==> src/hdl/dmmu_pkg.sv <==
package dmmu_pkg;

    // --------------------
    // Sv32 widths
    // --------------------
    localparam int PAGE_OFFSET_W = 12;
    localparam int VPN_W         = 10;
    localparam int PPN_W         = 22;

    typedef enum logic [1:0]
    {
        PRIV_USER    = 2'd0,
        PRIV_SUPER   = 2'd1,
        PRIV_MACHINE = 2'd3
    } priv_e;

    // --------------------
    // Page table entry
    // --------------------
    typedef struct packed
    {
        logic d;
        logic a;
        logic g;
        logic u;
        logic x;
        logic w;
        logic r;
        logic v;
    } pte_flags_t;

    typedef struct packed
    {
        logic [11:0]      ppn1;
        logic [VPN_W-1:0] ppn0;
        logic [1:0]       rsw;
        pte_flags_t       flags;
    } pte_t;

    // Walker view of a virtual address
    typedef struct packed
    {
        logic [VPN_W-1:0]         vpn1;
        logic [VPN_W-1:0]         vpn0;
        logic [PAGE_OFFSET_W-1:0] offset;
    } vaddr_walk_t;

    // TLB view with one tag for both levels
    typedef struct packed
    {
        logic [2*VPN_W-1:0]       vpn;
        logic [PAGE_OFFSET_W-1:0] offset;
    } vaddr_tlb_t;

    typedef union packed
    {
        vaddr_walk_t walk;
        vaddr_tlb_t  tlb;
    } vaddr_u;

    typedef struct packed
    {
        logic             mode;
        logic [8:0]       asid;
        logic [PPN_W-1:0] ppn;
    } satp_t;

    // --------------------
    // Ports
    // --------------------
    typedef struct packed
    {
        logic        valid;
        logic        rd;
        logic [3:0]  wr;
        logic [31:0] addr;
        logic [31:0] wdata;
    } cpu_req_t;

    typedef struct packed
    {
        logic        ack;
        logic        error;
        logic        load_fault;
        logic        store_fault;
        logic [31:0] data;
    } cpu_rsp_t;

    typedef struct packed
    {
        logic        valid;
        logic        rd;
        logic [3:0]  wr;
        logic [31:0] addr;
        logic [31:0] wdata;
    } mem_req_t;

    typedef struct packed
    {
        logic        ack;
        logic        error;
        logic [31:0] data;
    } mem_rsp_t;

    typedef struct packed
    {
        logic               valid;
        logic [2*VPN_W-1:0] vpn;
        pte_t               pte;
    } tlb_fill_t;

endpackage

==> src/hdl/dmmu_tlb.sv <==
module dmmu_tlb
(
    input  logic                clk_i,
    input  logic                rst_i,
    input  dmmu_pkg::priv_e     priv_i,
    input  logic                sum_i,
    input  logic                mxr_i,
    input  logic                flush_i,
    input  logic                satp_mode_i,
    input  dmmu_pkg::cpu_req_t  cpu_req_i,
    input  dmmu_pkg::tlb_fill_t fill_i,
    output logic                miss_o,
    output dmmu_pkg::vaddr_u    miss_addr_o,
    output dmmu_pkg::mem_req_t  xlat_req_o,
    output logic                load_fault_o,
    output logic                store_fault_o
);

    logic                           entry_valid_q;
    logic [2*dmmu_pkg::VPN_W-1:0]   entry_vpn_q;
    dmmu_pkg::pte_t                 entry_pte_q;

    dmmu_pkg::vaddr_u               req_va_w;
    logic                           vm_en_w;
    logic                           entry_match_w;
    logic                           req_hit_w;
    logic                           perm_fault_r;

    // --------------------
    // Single entry
    // --------------------
    always_ff @(posedge clk_i or posedge rst_i)
    begin
        if (rst_i)
            entry_valid_q <= 1'b0;
        else if (flush_i)
            entry_valid_q <= 1'b0;
        else if (fill_i.valid)
            entry_valid_q <= 1'b1;
    end

    always_ff @(posedge clk_i)
    begin
        if (fill_i.valid)
        begin
            entry_vpn_q <= fill_i.vpn;
            entry_pte_q <= fill_i.pte;
        end
    end

    // --------------------
    // Lookup
    // --------------------
    assign req_va_w      = cpu_req_i.addr;
    assign vm_en_w       = satp_mode_i && (priv_i != dmmu_pkg::PRIV_MACHINE);
    assign entry_match_w = entry_valid_q && (entry_vpn_q == req_va_w.tlb.vpn);
    assign req_hit_w     = cpu_req_i.valid && vm_en_w && entry_match_w;

    // Walker keeps sampling this until the fill lands
    assign miss_o      = cpu_req_i.valid && vm_en_w && !entry_match_w;
    assign miss_addr_o = req_va_w;

    // --------------------
    // Permission checks
    // --------------------
    always_comb
    begin
        perm_fault_r = 1'b0;
        if (!entry_pte_q.flags.v)
            perm_fault_r = 1'b1;
        else if (priv_i == dmmu_pkg::PRIV_SUPER && entry_pte_q.flags.u && !sum_i)
            perm_fault_r = 1'b1;
        else if (priv_i == dmmu_pkg::PRIV_USER && !entry_pte_q.flags.u)
            perm_fault_r = 1'b1;
        else if (cpu_req_i.rd)
            perm_fault_r = !(entry_pte_q.flags.r || (mxr_i && entry_pte_q.flags.x));
        else
            perm_fault_r = !(entry_pte_q.flags.r && entry_pte_q.flags.w);
    end

    assign load_fault_o  = req_hit_w && cpu_req_i.rd && perm_fault_r;
    assign store_fault_o = req_hit_w && (|cpu_req_i.wr) && perm_fault_r;

    // Bare mode leaves the request untouched
    always_comb
    begin
        xlat_req_o = cpu_req_i;
        if (vm_en_w)
        begin
            xlat_req_o.addr  = {entry_pte_q.ppn1[9:0], entry_pte_q.ppn0, req_va_w.tlb.offset};
            xlat_req_o.valid = req_hit_w && !perm_fault_r;
        end
    end

endmodule

==> src/hdl/dmmu_ptw.sv <==
module dmmu_ptw
(
    input  logic                       clk_i,
    input  logic                       rst_i,
    input  logic [dmmu_pkg::PPN_W-1:0] satp_ppn_i,
    input  logic                       miss_i,
    input  dmmu_pkg::vaddr_u           miss_addr_i,
    input  logic                       walk_accept_i,
    input  dmmu_pkg::mem_rsp_t         walk_rsp_i,
    output dmmu_pkg::mem_req_t         walk_req_o,
    output dmmu_pkg::tlb_fill_t        fill_o
);

    localparam logic [1:0] STATE_IDLE   = 2'd0;
    localparam logic [1:0] STATE_LEVEL1 = 2'd1;
    localparam logic [1:0] STATE_LEVEL2 = 2'd2;
    localparam logic [1:0] STATE_UPDATE = 2'd3;

    logic [1:0]       state_q;
    logic             req_q;
    dmmu_pkg::vaddr_u va_q;
    logic [31:0]      pte_addr_q;
    dmmu_pkg::pte_t   pte_q;

    dmmu_pkg::pte_t   rsp_pte_w;
    logic             rsp_bad_w;
    logic             rsp_pointer_w;

    assign rsp_pte_w     = walk_rsp_i.data;
    assign rsp_bad_w     = walk_rsp_i.error || !rsp_pte_w.flags.v;
    assign rsp_pointer_w = !(rsp_pte_w.flags.r || rsp_pte_w.flags.w || rsp_pte_w.flags.x);

    // --------------------
    // Walk FSM
    // --------------------
    always_ff @(posedge clk_i or posedge rst_i)
    begin
        if (rst_i)
        begin
            state_q <= STATE_IDLE;
            req_q   <= 1'b0;
        end
        else
        begin
            // Request stays up until the arbiter takes it
            if (walk_accept_i)
                req_q <= 1'b0;

            case (state_q)
                STATE_IDLE:
                begin
                    if (miss_i)
                    begin
                        req_q   <= 1'b1;
                        state_q <= STATE_LEVEL1;
                    end
                end
                STATE_LEVEL1:
                begin
                    if (walk_rsp_i.ack)
                    begin
                        if (!rsp_bad_w && rsp_pointer_w)
                        begin
                            req_q   <= 1'b1;
                            state_q <= STATE_LEVEL2;
                        end
                        else
                            state_q <= STATE_UPDATE;
                    end
                end
                STATE_LEVEL2:
                begin
                    if (walk_rsp_i.ack)
                        state_q <= STATE_UPDATE;
                end
                default:
                    state_q <= STATE_IDLE;
            endcase
        end
    end

    // Address and entry payload
    always_ff @(posedge clk_i)
    begin
        if (state_q == STATE_IDLE && miss_i)
        begin
            va_q       <= miss_addr_i;
            pte_addr_q <= {satp_ppn_i[dmmu_pkg::PPN_W-3:0], miss_addr_i.walk.vpn1, 2'b00};
        end
        else if (state_q == STATE_LEVEL1 && walk_rsp_i.ack)
        begin
            if (rsp_bad_w)
                pte_q <= '0;
            else if (rsp_pointer_w)
                pte_addr_q <= {rsp_pte_w.ppn1[9:0], rsp_pte_w.ppn0, va_q.walk.vpn0, 2'b00};
            else
            begin
                // Superpage takes its low ppn from the request
                pte_q      <= rsp_pte_w;
                pte_q.ppn0 <= va_q.walk.vpn0;
            end
        end
        else if (state_q == STATE_LEVEL2 && walk_rsp_i.ack)
        begin
            if (rsp_bad_w)
                pte_q <= '0;
            else
                pte_q <= rsp_pte_w;
        end
    end

    // --------------------
    // Outputs
    // --------------------
    always_comb
    begin
        walk_req_o       = '0;
        walk_req_o.valid = req_q;
        walk_req_o.rd    = 1'b1;
        walk_req_o.addr  = pte_addr_q;
    end

    assign fill_o.valid = (state_q == STATE_UPDATE);
    assign fill_o.vpn   = va_q.tlb.vpn;
    assign fill_o.pte   = pte_q;

endmodule

==> src/hdl/dmmu_mem_arb.sv <==
module dmmu_mem_arb
(
    input  logic               clk_i,
    input  logic               rst_i,
    input  dmmu_pkg::mem_req_t walk_req_i,
    input  dmmu_pkg::mem_req_t xlat_req_i,
    input  logic               load_fault_i,
    input  logic               store_fault_i,
    input  logic               mem_accept_i,
    input  dmmu_pkg::mem_rsp_t mem_rsp_i,
    output dmmu_pkg::mem_req_t mem_req_o,
    output logic               walk_accept_o,
    output dmmu_pkg::mem_rsp_t walk_rsp_o,
    output logic               cpu_accept_o,
    output dmmu_pkg::cpu_rsp_t cpu_rsp_o
);

    logic hold_q;
    logic hold_src_walk_q;
    logic busy_q;
    logic owner_walk_q;
    logic load_fault_q;
    logic store_fault_q;

    logic src_walk_w;
    logic accept_w;
    logic walk_ack_w;
    logic cpu_ack_w;

    // --------------------
    // Source select
    // --------------------
    // Walker wins unless a stalled request is pinned
    assign src_walk_w = hold_q ? hold_src_walk_q : walk_req_i.valid;

    always_comb
    begin
        mem_req_o       = src_walk_w ? walk_req_i : xlat_req_i;
        mem_req_o.valid = mem_req_o.valid && !busy_q;
    end

    assign accept_w      = mem_req_o.valid && mem_accept_i;
    assign walk_accept_o = accept_w && src_walk_w;
    assign cpu_accept_o  = (accept_w && !src_walk_w) || load_fault_i || store_fault_i;

    always_ff @(posedge clk_i or posedge rst_i)
    begin
        if (rst_i)
        begin
            hold_q          <= 1'b0;
            hold_src_walk_q <= 1'b0;
            busy_q          <= 1'b0;
            owner_walk_q    <= 1'b0;
            load_fault_q    <= 1'b0;
            store_fault_q   <= 1'b0;
        end
        else
        begin
            if (mem_req_o.valid && !mem_accept_i)
            begin
                hold_q          <= 1'b1;
                hold_src_walk_q <= src_walk_w;
            end
            else if (accept_w)
                hold_q <= 1'b0;

            // Single outstanding access and its owner
            if (accept_w)
            begin
                busy_q       <= 1'b1;
                owner_walk_q <= src_walk_w;
            end
            else if (mem_rsp_i.ack)
                busy_q <= 1'b0;

            load_fault_q  <= load_fault_i;
            store_fault_q <= store_fault_i;
        end
    end

    // --------------------
    // Response routing
    // --------------------
    assign walk_ack_w = mem_rsp_i.ack && busy_q && owner_walk_q;
    assign cpu_ack_w  = mem_rsp_i.ack && busy_q && !owner_walk_q;

    always_comb
    begin
        walk_rsp_o     = mem_rsp_i;
        walk_rsp_o.ack = walk_ack_w;
    end

    assign cpu_rsp_o.ack         = cpu_ack_w || load_fault_q || store_fault_q;
    assign cpu_rsp_o.error       = (cpu_ack_w && mem_rsp_i.error) || load_fault_q || store_fault_q;
    assign cpu_rsp_o.load_fault  = load_fault_q;
    assign cpu_rsp_o.store_fault = store_fault_q;
    assign cpu_rsp_o.data        = mem_rsp_i.data;

endmodule

==> src/hdl/dmmu_top.sv <==
module dmmu_top
(
    input  logic              clk_i,
    input  logic              rst_i,
    input  dmmu_pkg::priv_e   priv_i,
    input  logic              sum_i,
    input  logic              mxr_i,
    input  logic              flush_i,
    input  dmmu_pkg::satp_t   satp_i,
    input  dmmu_pkg::cpu_req_t cpu_req_i,
    output logic              cpu_accept_o,
    output dmmu_pkg::cpu_rsp_t cpu_rsp_o,
    output dmmu_pkg::mem_req_t mem_req_o,
    input  logic              mem_accept_i,
    input  dmmu_pkg::mem_rsp_t mem_rsp_i
);

    // TLB to walker and arbiter
    logic                miss_w;
    dmmu_pkg::vaddr_u    miss_addr_w;
    dmmu_pkg::mem_req_t  xlat_req_w;
    logic                load_fault_w;
    logic                store_fault_w;

    // Walker side
    dmmu_pkg::tlb_fill_t fill_w;
    dmmu_pkg::mem_req_t  walk_req_w;
    logic                walk_accept_w;
    dmmu_pkg::mem_rsp_t  walk_rsp_w;

    dmmu_tlb dmmu_tlb_inst
    (
        .clk_i         (clk_i),
        .rst_i         (rst_i),
        .priv_i        (priv_i),
        .sum_i         (sum_i),
        .mxr_i         (mxr_i),
        .flush_i       (flush_i),
        .satp_mode_i   (satp_i.mode),
        .cpu_req_i     (cpu_req_i),
        .fill_i        (fill_w),
        .miss_o        (miss_w),
        .miss_addr_o   (miss_addr_w),
        .xlat_req_o    (xlat_req_w),
        .load_fault_o  (load_fault_w),
        .store_fault_o (store_fault_w)
    );

    dmmu_ptw dmmu_ptw_inst
    (
        .clk_i         (clk_i),
        .rst_i         (rst_i),
        .satp_ppn_i    (satp_i.ppn),
        .miss_i        (miss_w),
        .miss_addr_i   (miss_addr_w),
        .walk_accept_i (walk_accept_w),
        .walk_rsp_i    (walk_rsp_w),
        .walk_req_o    (walk_req_w),
        .fill_o        (fill_w)
    );

    dmmu_mem_arb dmmu_mem_arb_inst
    (
        .clk_i         (clk_i),
        .rst_i         (rst_i),
        .walk_req_i    (walk_req_w),
        .xlat_req_i    (xlat_req_w),
        .load_fault_i  (load_fault_w),
        .store_fault_i (store_fault_w),
        .mem_accept_i  (mem_accept_i),
        .mem_rsp_i     (mem_rsp_i),
        .mem_req_o     (mem_req_o),
        .walk_accept_o (walk_accept_w),
        .walk_rsp_o    (walk_rsp_w),
        .cpu_accept_o  (cpu_accept_o),
        .cpu_rsp_o     (cpu_rsp_o)
    );

endmodule

==> config.mk <==
export PLATFORM = sky130hd
export DESIGN_NAME = dmmu_top
export DESIGN_NICKNAME = d
export VERILOG_FILES = /design/src/hdl/dmmu_pkg.sv /design/src/hdl/dmmu_tlb.sv /design/src/hdl/dmmu_ptw.sv /design/src/hdl/dmmu_mem_arb.sv /design/src/hdl/dmmu_top.sv
export SDC_FILE = /design/constraint.sdc
export NUM_CORES = 1
export LEC_CHECK = 0
export BUFFER_PORTS_ARGS = -buffer_cell sky130_fd_sc_hd__clkbuf_2
export CAP_MARGIN = 25
export CORE_ASPECT_RATIO = 2
export CORE_MARGIN = 4
export CORE_UTILIZATION = 35
export CTS_BUF_LIST = sky130_fd_sc_hd__clkbuf_8 sky130_fd_sc_hd__clkbuf_16
export CTS_CLUSTER_DIAMETER = 40
export CTS_CLUSTER_SIZE = 24
export DETAILED_ROUTE_END_ITERATION = 16
export GPL_TIMING_DRIVEN = 0
export PLACE_DENSITY_LB_ADDON = 0.2
export SKIP_CTS_REPAIR_TIMING = 1
export SLEW_MARGIN = 30
export SYNTH_ARGS = -nofsm -noshare
export SYNTH_HDL_FRONTEND = slang
export SYNTH_SLANG_ARGS = --single-unit
==> constraint.sdc <==
create_clock -name clk_i -period 3.4 [get_ports clk_i]
set_input_delay 0.17 -clock clk_i [delete_from_list [all_inputs] [get_ports clk_i]]
set_output_delay 0.17 -clock clk_i [all_outputs]
set_load 0.1 [all_outputs]
==> impl_metrics.py, run 1 <==
metrics = {
    "synth": {
        "synthXorXnorAreaFrac_pct": 2.828,
        "synth_top_family_by_area": "simple AND/OR/NAND/NOR gates",
        "avgSynthCellArea_um2": 12.64,
        "async_flop_share_pct": 7.692,
        "synth_top_area_share_pct": 58.17,
        "synth-simple-area-share_pct": 13.23,
        "yosysUniqueCellTypes": 44,
        "synth_top_area_cell": "edfxtp_1",
        "synthMuxAreaShare_pct": 9.291,
        "yosysSeqAreaShare_pct": 62.21,
        "synth_area_um2": 6195,
        "synth_common_cells": "120 x edfxtp_1, 58 x nand2_1, 54 x and2_1",
        "yosysMostFrequentCell": "edfxtp_1",
        "synth_compound_area_share_pct": 5.029,
        "synthCells": 490,
        "ys_warn_count": 0,
        "synth_area_leaders": "edfxtp_1 58%, mux2_1 5.8%, and2_1 5.5%",
        "synth_edf_count": 120,
        "synth_seq_cells": 130,
        "synthFlopType": "edfxtp_1",
        "synth_nets": 639,
        "synth_adder_area_share_pct": 1.010,
    },
    "global_route": {
        "antenna_found_initial": 0,
        "overflow": 0,
        "grt_use_total_pct": 18.76,
        "grt_pass1_wl_um": 27190,
        "grt_max_degree": 39,
        "grt_pass1_vias": 4902,
    },
    "timing": {
        "drv_slew": 0,
        "fmax_ghz": 0.3147,
        "rsz0062_at_grt": "false",
        "fin_worst_skew_ns": 0.008373,
        "hold_viol_final": 1,
        "finalCriticalPeriod_ns": 3.177,
        "tightestPinTransition_ns": 0.7492,
        "period_share_pct": 93.45,
        "setup_viol": 0,
        "relSlewSlack_pct": 50.05,
        "whs_ns": -0.006460,
    },
    "critical_path": {
        "critPathLaunchType": "register",
        "path_cells": "nand2_1, o21a_1, clkbuf_1, clkbuf_1, clkbuf_1, a21oi_1, clkbuf_2",
        "end_kind": "primary output",
        "slowest_delay_ns": 0.56,
        "crit_arrival_ns": 3.01,
        "crit_type": "reg -> out",
        "path_common_cell": "clkbuf_1",
        "crit_required_ns": 3.23,
        "cp_slowest_cell": "clkbuf_1",
        "worst-r2r-cell-count": 8,
        "worstPathMaxFanout": 10,
    },
    "finish": {
        "antenna_cells": 0,
        "nets": 905,
        "fillers": 1578,
        "multi_input_area_um2": 1969,
        "areaGrowthSynthToFinish_pct": 37.65,
        "drive_gt1_share_pct": 41.48,
        "seq_area_um2": 3854,
    },
    "die": {
        "initial_utilization_pct": 35.69,
        "rows": 68,
        "die_width_um": 102.1,
        "fp.coreArea_um2": 17360,
        "die_y_um": 196.1,
        "ios": 251,
        "dieArea_um2": 20020,
    },
    "pwr": {
        "power.total_uw": 9103,
        "p_leak_uw": 0.003711,
        "irDropWorstVdd_v": 0.0004473,
        "power.density_nw_per_um2": 1068,
    },
    "clock_tree": {
        "cts.sinks": 130,
        "clk_pin_slew_ns": 0.06,
        "cts_buffers": 17,
        "htree_levels": 4,
        "cts_tree": "done",
        "clock_path_buffers": 2,
        "root_buffer": "clkbuf_16",
        "worstSkewPairLatency_ns": 0.42,
    },
    "outcome": {
        "outcome": "finished, violations left",
        "violations": "hold timing",
    },
    "placed_design": {
        "hpwl_um": 14780,
        "numPortBuffers": 232,
        "routabilityCongestion": 0.7612,
    },
    "detailed_routing": {
        "via_per_inst": 4.808,
        "drt-total-wl_um": 18970,
        "first_pass_iters": 5,
        "detail-route-antenna-nets": 0,
        "drcViolationCount": 0,
        "wl_per_cell_um": 19.37,
        "drt_iter0_drc": 164,
        "vias": 4707,
    },
    "hold_path": {
        "min_path_type": "in -> reg",
        "worstHoldPathCells": 1,
    },
    "run": {
        "cap_violations": 0,
    },
}
[cells in the final DEF, fill, tap and decap left out, drive strengths merged, types with 4 or more instances in the layout]
master and n:
clkbuf 270, edfxtp 120, nand2 59, and2 54, buf 46, a21oi 36, mux2 33, nor2 31
mux2i 20, xnor2 13, inv 12, dlygate4sd3 11, dfrtp 10, xor2 7, nand4 5, o21ai 5
ha 5, clkinv 4
[cell type report]
class / instances / share of cell area, %
tap: 210 / 3.081
inverter: 10 / 0.4402
clock inverter: 6 / 0.4989
timing repair buffer: 247 / 16.11
sequential: 130 / 45.19
multi-input combinational: 296 / 23.10
clock buffer: 26 / 7.366
buffer: 54 / 4.211
[kinds of logic after synthesis]
kind of cell,after synthesis
AOI/OAI and AO/OA,54
xor gates and xnor gates,20
adders and majority gates,5
buffers and inverters,64
DFF,130
muxes,53
and+or+nand+nor,164
[final timing paths]
| kind | start | end | slack (ns) |
|---|---|---|---|
| max | dmmu_mem_arb_inst.hold_q | mem_req_o[48] | 0.22 |
| min | cpu_req_i[49] | dmmu_ptw_inst.va_q[17] | -0.006 |
| max reg2reg | dmmu_tlb_inst.entry_vpn_q[6] | dmmu_ptw_inst.fill_o[18] | 0.66 |
| min reg2reg | dmmu_ptw_inst.fill_o[15] | dmmu_tlb_inst.entry_pte_q[15] | 0.41 |
| max in group asynchronous | rst_i | dmmu_ptw_inst.state_q[1] | 2.76 |
| min in group asynchronous | rst_i | dmmu_tlb_inst.entry_valid_q | 0.30 |
[flip-flops by register name, summed over array words and instances, names as in the netlist]
| signal | flops |
|---|---|
| dmmu_mem_arb_inst.busy_q | 1 |
| dmmu_tlb_inst.entry_pte_q | 25 |
| dmmu_ptw_inst.state_q | 2 |
| dmmu_ptw_inst.va_q | 20 |
| dmmu_mem_arb_inst.hold_src_walk_q | 1 |
| dmmu_mem_arb_inst.store_fault_q | 1 |
| dmmu_mem_arb_inst.load_fault_q | 1 |
| dmmu_ptw_inst.pte_addr_q | 30 |
| dmmu_ptw_inst.req_q | 1 |
| dmmu_tlb_inst.entry_valid_q | 1 |
| dmmu_mem_arb_inst.hold_q | 1 |
| dmmu_tlb_inst.entry_vpn_q | 20 |
| dmmu_mem_arb_inst.owner_walk_q | 1 |
| dmmu_ptw_inst.fill_o | 25 |
[power by group]
group	internal [µW]	switching (µW)
sequential	2080	125
clock	1280	702
combinational	815	4100
[layer usage]
metal	share of wire [%]	routed length (µm)	vias to the layer above	GRT usage, %
met2	57	10890	236	36.64
li1	-	-	2234	-
met5	0	0	-	0
met3	7.5	1421	27	4.342
met4	2.3	434	0	6.910
met1	33	6218	2210	18.26
[stage by stage]
stage	cells	util, %	worst slack [ns]	cell area, µm²	TNS (ns)
floorplan	490	-	0.4229	6195	0
global placement	932	43.89	-0.8032	7619	-24.00
detailed placement	936	44.63	0.5500	7746	0
CTS	968	48.49	0.1782	8417	0
global route	979	49.13	0.04477	8527	0
finish	979	49.13	0.2228	8527	0
[worst max-delay path, delay by kind of cell, from the launching register on]
| kind | cells | cell delay (ns) |
|---|---|---|
| AOI/OAI and AO/OA | 2 | 0.32 |
| and+or+nand+nor | 1 | 0.13 |
| DFF | 1 | 0.45 |
| buffers and inverters | 4 | 1.68 |
No activity file was read; power rests on OpenSTA's default activity.
==> inputs of run 2 (changes only) <==
--- a/config.mk
+++ b/config.mk
@@ -9,7 +9,7 @@
 export CAP_MARGIN = 25
 export CORE_ASPECT_RATIO = 2
 export CORE_MARGIN = 4
-export CORE_UTILIZATION = 35
+export CORE_UTILIZATION = 42
 export CTS_BUF_LIST = sky130_fd_sc_hd__clkbuf_8 sky130_fd_sc_hd__clkbuf_16
 export CTS_CLUSTER_DIAMETER = 40
 export CTS_CLUSTER_SIZE = 24
==> impl_metrics.py, run 2 (synthesis gave the netlist of run 1 again) <==
metrics = {
    "die": {
        "initial_utilization_pct": 42.93,
        "dieArea_um2": 16870,
        "die_y_um": 179.8,
        "fp.coreArea_um2": 14430,
        "rows": 62,
        "ios": 251,
        "die_width_um": 93.88,
    },
    "finish": {
        "largest_reg_flops": 30,
        "layout_commonest_cell": "clkbuf_2",
        "drive_gt1_share_pct": 41.25,
        "fillers": 1256,
        "largest_register": "dmmu_ptw_inst.pte_addr_q",
        "final_cell_mix": "232 x clkbuf_2, 120 x edfxtp_1, 58 x nand2_1",
        "final_area_um2": 8364,
        "areaGrowthSynthToFinish_pct": 35.02,
        "nets": 902,
    },
    "critical_path": {
        "crit_type": "reg -> out",
        "critPathLaunchType": "register",
        "rrSetupSlack_ns": 0.56,
        "crit_required_ns": 3.23,
        "regToRegEndpoint": "dmmu_ptw_inst.fill_o[15]",
        "worstPathMaxFanout": 10,
        "worst-r2r-cell-count": 7,
        "r2r_start": "dmmu_tlb_inst.entry_vpn_q[6]",
        "crit_arrival_ns": 2.90,
        "end_kind": "primary output",
    },
    "detailed_routing": {
        "first_pass_iters": 4,
        "drcViolationCount": 0,
        "met2_length_um": 10020,
        "via_per_inst": 4.930,
        "drt_iter0_drc": 243,
        "wl_met3_um": 1404,
        "wl_met1_um": 6125,
        "drt-total-wl_um": 18410,
        "dr.max_layer_used": "met4",
        "wl_per_cell_um": 19.20,
        "vias": 4728,
        "detail-route-antenna-nets": 0,
    },
    "timing": {
        "fmax_ghz": 0.3261,
        "relSlewSlack_pct": 53.15,
        "fin_worst_skew_ns": 0.008511,
        "period_share_pct": 90.18,
        "finalCriticalPeriod_ns": 3.066,
        "hold_viol_final": 0,
        "tightestPinTransition_ns": 0.7028,
        "whs_ns": 0.006001,
        "rsz0062_at_grt": "false",
        "drv_slew": 0,
        "setup_viol": 0,
    },
    "pwr": {
        "switchingPower_uw": 4917,
        "power.density_nw_per_um2": 1069,
        "irDropWorstVdd_v": 0.0005443,
        "p_int_uw": 4027,
        "p_leak_uw": 0.003639,
        "power.total_uw": 8945,
        "pwr-share-comb_pct": 54.9,
        "seq_power_share_pct": 24.7,
        "p_clk_share_pct": 20.4,
        "p_sw_share_pct": 54.98,
    },
    "global_route": {
        "grt_pass1_vias": 4838,
        "grt_pass1_wl_um": 27390,
        "antenna_found_initial": 1,
        "grt_max_degree": 42,
        "grt_use_total_pct": 22.05,
        "overflow": 0,
    },
    "hold_path": {
        "whs_endpoint": "dmmu_ptw_inst.va_q[19]",
        "worstHoldPathCells": 1,
        "min_from": "cpu_req_i[51]",
        "min_path_type": "in -> reg",
    },
    "placed_design": {
        "routabilityCongestion": 0.8616,
        "dpl_cell_area_um2": 7669,
        "numPortBuffers": 232,
        "hpwl_um": 14220,
    },
    "clock_tree": {
        "root_buffer": "clkbuf_16",
        "cts_buffers": 17,
        "clk_pin_slew_ns": 0.06,
        "worstSkewPairLatency_ns": 0.41,
        "htree_levels": 4,
        "cts_tree": "done",
        "cts.sinks": 130,
        "clock_path_buffers": 2,
    },
    "outcome": {
        "outcome": "complete, no violations",
    },
    "run": {
        "cap_violations": 0,
    },
}
==> run 2: cell count changes in the layout (fill, tap and decap cells not counted), sizes merged <==
cell         before  now
clkbuf          270  261
bufinv            0    3
clkinv            4    7
clkinvlp          0    3
buf              46   44
diode             0    1
dlygate4sd3      11   10
==> run 2: metrics by stage <==
stage	TNS (ns)	instances	setup slack [ns]	utilization, %
2_1_floorplan	0	490	0.4229	-
3_3_place_gp	-17.09	914	-0.5715	52.64
3_5_place_dp	0	916	0.4946	53.15
4_1_cts	0	948	0.2963	57.26
5_1_grt	0	959	0.1101	57.97
6_report	0	959	0.3339	57.97
==> run 2: worst max-delay path: stages, from the launching register on <==
cell and delay (ns):
dfrtp_1 0.45, inv_2 0.12, o21a_1 0.11, clkbuf_1 0.41
clkbuf_1 0.30, clkbuf_1 0.52, a21oi_1 0.16, clkbuf_2 0.41
==> run 2: worst max path at each step <==
stage,startpoint,to,slack [ns],cells past startpoint
final,dmmu_ptw_inst.req_q,mem_req_o[50],0.33,7
after global routing,dmmu_mem_arb_inst.hold_q,mem_req_o[50],0.11,7
after CTS,dmmu_mem_arb_inst.hold_q,mem_req_o[50],0.30,7
after detailed placement,dmmu_tlb_inst.entry_vpn_q[6],dmmu_ptw_inst.fill_o[21],0.49,7
after global placement,dmmu_ptw_inst.state_q[1],dmmu_ptw_inst.pte_addr_q[22],-0.57,5
after floorplan,dmmu_mem_arb_inst.busy_q,cpu_rsp_o[34],0.42,3
==> run 2: power groups by stage <==
stage	Clock, µW	Combinational [µW]	Sequential, µW
after CTS	1840	4940	2210
after global routing	1920	5130	2230
after global placement	0	4840	2240
after floorplan	0	4010	2210
final	1820	4910	2210
after detailed placement	0	4930	2240
==> run 2: layout make-up <==
type,instances,area [µm²],area share (%)
antenna,1,2.502,0.02992
clock inverter,15,167.7,2.004
buffer,54,359.1,4.293
multi-input combinational,296,1969,23.55
tap,192,240.2,2.872
clock buffer,17,425.4,5.086
sequential,130,3854,46.07
inverter,10,37.54,0.4488
timing repair buffer,244,1309,15.65
==> run 2: layer usage <==
layer	global-route usage, %	vias up
met5	0	-
met4	11.23	0
met3	5.900	35
met2	40.79	233
met1	21.69	2230
li1	-	2230
==> inputs of run 3 (changes only) <==
--- a/config.mk
+++ b/config.mk
@@ -9,7 +9,7 @@
 export CAP_MARGIN = 25
 export CORE_ASPECT_RATIO = 2
 export CORE_MARGIN = 4
-export CORE_UTILIZATION = 42
+export CORE_UTILIZATION = 44
 export CTS_BUF_LIST = sky130_fd_sc_hd__clkbuf_8 sky130_fd_sc_hd__clkbuf_16
 export CTS_CLUSTER_DIAMETER = 40
 export CTS_CLUSTER_SIZE = 24
@@ -17,7 +17,7 @@
 export GPL_TIMING_DRIVEN = 0
 export PLACE_DENSITY_LB_ADDON = 0.2
 export SKIP_CTS_REPAIR_TIMING = 1
-export SLEW_MARGIN = 30
+export SLEW_MARGIN = 20
 export SYNTH_ARGS = -nofsm -noshare
 export SYNTH_HDL_FRONTEND = slang
 export SYNTH_SLANG_ARGS = --single-unit
==> constraint.sdc (replaced) <==
create_clock -name clk_i -period 2.75 [get_ports clk_i]
set_input_delay 0.1375 -clock clk_i [delete_from_list [all_inputs] [get_ports clk_i]]
set_output_delay 0.1375 -clock clk_i [all_outputs]
set_load 0.1 [all_outputs]
==> impl_metrics.py, run 3 (synthesis gave the netlist of run 1 again) <==
metrics = {
    "detailed_routing": {
        "wl_per_cell_um": 19.38,
        "drcViolationCount": 0,
        "vias": 4766,
        "drt-total-wl_um": 18590,
        "detail-route-antenna-nets": 0,
        "first_pass_iters": 4,
        "drt_iter0_drc": 187,
        "via_per_inst": 4.970,
    },
    "critical_path": {
        "path_delay_family": "simple AND/OR/NAND/NOR gates",
        "cp_slowest_cell": "edfxtp_1",
        "worstPathMaxFanout": 4,
        "crit_type": "reg -> out",
        "worst-r2r-cell-count": 7,
        "slowest_delay_ns": 0.39,
        "critPathLaunchType": "register",
        "cp.depth": 7,
        "critical_path_buf_inv_count": 1,
        "path_cells": "xor2_1, nor4_1, and3_1, nand4b_1, a21o_1, o22ai_2, clkbuf_4",
        "crit_required_ns": 2.61,
        "crit_arrival_ns": 2.47,
        "end_kind": "primary output",
    },
    "finish": {
        "final_cell_mix": "233 x clkbuf_2, 120 x edfxtp_1, 58 x nand2_1",
        "drive_gt1_share_pct": 41.43,
        "nets": 906,
        "antenna_cells": 0,
        "areaGrowthSynthToFinish_pct": 35.57,
        "largest_reg_flops": 30,
        "final_area_um2": 8398,
        "layout_commonest_cell": "clkbuf_2",
        "layoutNonFillerInstCount": 959,
        "fillers": 1178,
        "largest_register": "dmmu_ptw_inst.pte_addr_q",
    },
    "global_route": {
        "grt_use_met3_pct": 5.572,
        "busiest_layer": "met2",
        "grt_pass1_vias": 4935,
        "antenna_found_initial": 0,
        "grt_max_degree": 29,
        "met1_usage_pct": 20.95,
        "grt_use_total_pct": 22.85,
        "grt_pass1_wl_um": 27030,
        "overflow": 0,
        "grtUsageMet2_pct": 42.89,
    },
    "clock_tree": {
        "root_buffer": "clkbuf_16",
        "worstSkewPairLatency_ns": 0.41,
        "clock_path_buffers": 2,
        "cts_buffers": 17,
        "htree_levels": 4,
        "clk_pin_slew_ns": 0.06,
        "cts_tree": "done",
        "cts.sinks": 130,
    },
    "die": {
        "die_y_um": 175.8,
        "rows": 61,
        "dieArea_um2": 16160,
        "fp.coreArea_um2": 13890,
        "initial_utilization_pct": 44.60,
        "die_width_um": 91.90,
        "ios": 251,
    },
    "placed_design": {
        "hpwl_um": 14350,
        "numPortBuffers": 232,
        "dpl_cell_area_um2": 7665,
        "dp.cells": 913,
        "routabilityCongestion": 0.8679,
    },
    "timing": {
        "fmax_ghz": 0.3829,
        "tightestPinTransition_ns": 0.7190,
        "finalCriticalPeriod_ns": 2.612,
        "rsz0062_at_grt": "false",
        "setup_viol": 0,
        "drv_slew": 0,
        "period_share_pct": 94.98,
        "whs_ns": 0.004025,
        "fin_worst_skew_ns": 0.01025,
        "hold_viol_final": 0,
        "relSlewSlack_pct": 52.07,
    },
    "pwr": {
        "irDropWorstVdd_v": 0.001082,
        "p_leak_uw": 0.003653,
        "power.total_uw": 11000,
        "power.density_nw_per_um2": 1310,
    },
    "outcome": {
        "outcome": "complete, no violations",
    },
    "hold_path": {
        "worstHoldPathCells": 2,
        "min_path_type": "in -> reg",
    },
    "run": {
        "cap_violations": 0,
    },
}
==> run 3: stage by stage <==
step | TNS, ns | util [%] | worst slack [ns]
2_1_floorplan | 0 | - | 0.004905
3_3_place_gp | -21.27 | 54.76 | -0.5461
3_5_place_dp | -3.378 | 55.18 | -0.1384
4_1_cts | -5.967 | 59.28 | -0.3754
5_1_grt | 0 | 60.46 | 0.0005733
6_report | 0 | 60.46 | 0.1381
==> run 3: report_power, final <==
part / total (µW) / switching [µW] / internal (µW)
registers: 2730 / 157 / 2570
clock network: 2160 / 835 / 1320
logic: 6110 / 5110 / 1000
total: 11000 / 6100 / 4900
==> run 3: per-layer routing <==
| metal | wire length, µm | up-vias | part of all wire [%] |
|---|---|---|---|
| li1 | - | 2242 | - |
| met1 | 5882 | 2239 | 32 |
| met2 | 10200 | 238 | 55 |
| met3 | 1372 | 47 | 7.4 |
| met4 | 1127 | 0 | 6.1 |
| met5 | 0 | - | 0 |
==> run 3: worst register-to-register path, stage by stage (launching register included) <==
cell	delay, ns
edfxtp_1	0.39
xor2_1	0.15
nor4_1	0.24
and3_1	0.31
a31oi_2	0.17
nand2_4	0.19
buf_6	0.21
and4b_4	0.56
==> run 3: worst paths after layout <==
check	startpoint	end	slack, ns
setup / recovery	dmmu_tlb_inst.entry_vpn_q[11]	cpu_accept_o	0.14
hold / removal	satp_i[12]	dmmu_ptw_inst.pte_addr_q[24]	0.004
setup reg to reg	dmmu_tlb_inst.entry_vpn_q[11]	dmmu_ptw_inst.fill_o[21]	0.16
hold reg to reg	dmmu_ptw_inst.fill_o[21]	dmmu_tlb_inst.entry_pte_q[21]	0.41
max in group asynchronous	rst_i	dmmu_mem_arb_inst.load_fault_q	2.16
min in group asynchronous	rst_i	dmmu_tlb_inst.entry_valid_q	0.27
==> run 3: layout make-up <==
| type | instances | area [µm²] | share of cell area (%) |
|---|---|---|---|
| inverter | 10 | 37.54 | 0.4470 |
| sequential | 130 | 3854 | 45.89 |
| multi-input combinational | 296 | 1982 | 23.60 |
| buffer | 53 | 357.8 | 4.261 |
| tap | 189 | 236.5 | 2.816 |
| timing repair buffer | 249 | 1361 | 16.21 |
| clock buffer | 17 | 425.4 | 5.066 |
| clock inverter | 15 | 143.9 | 1.713 |
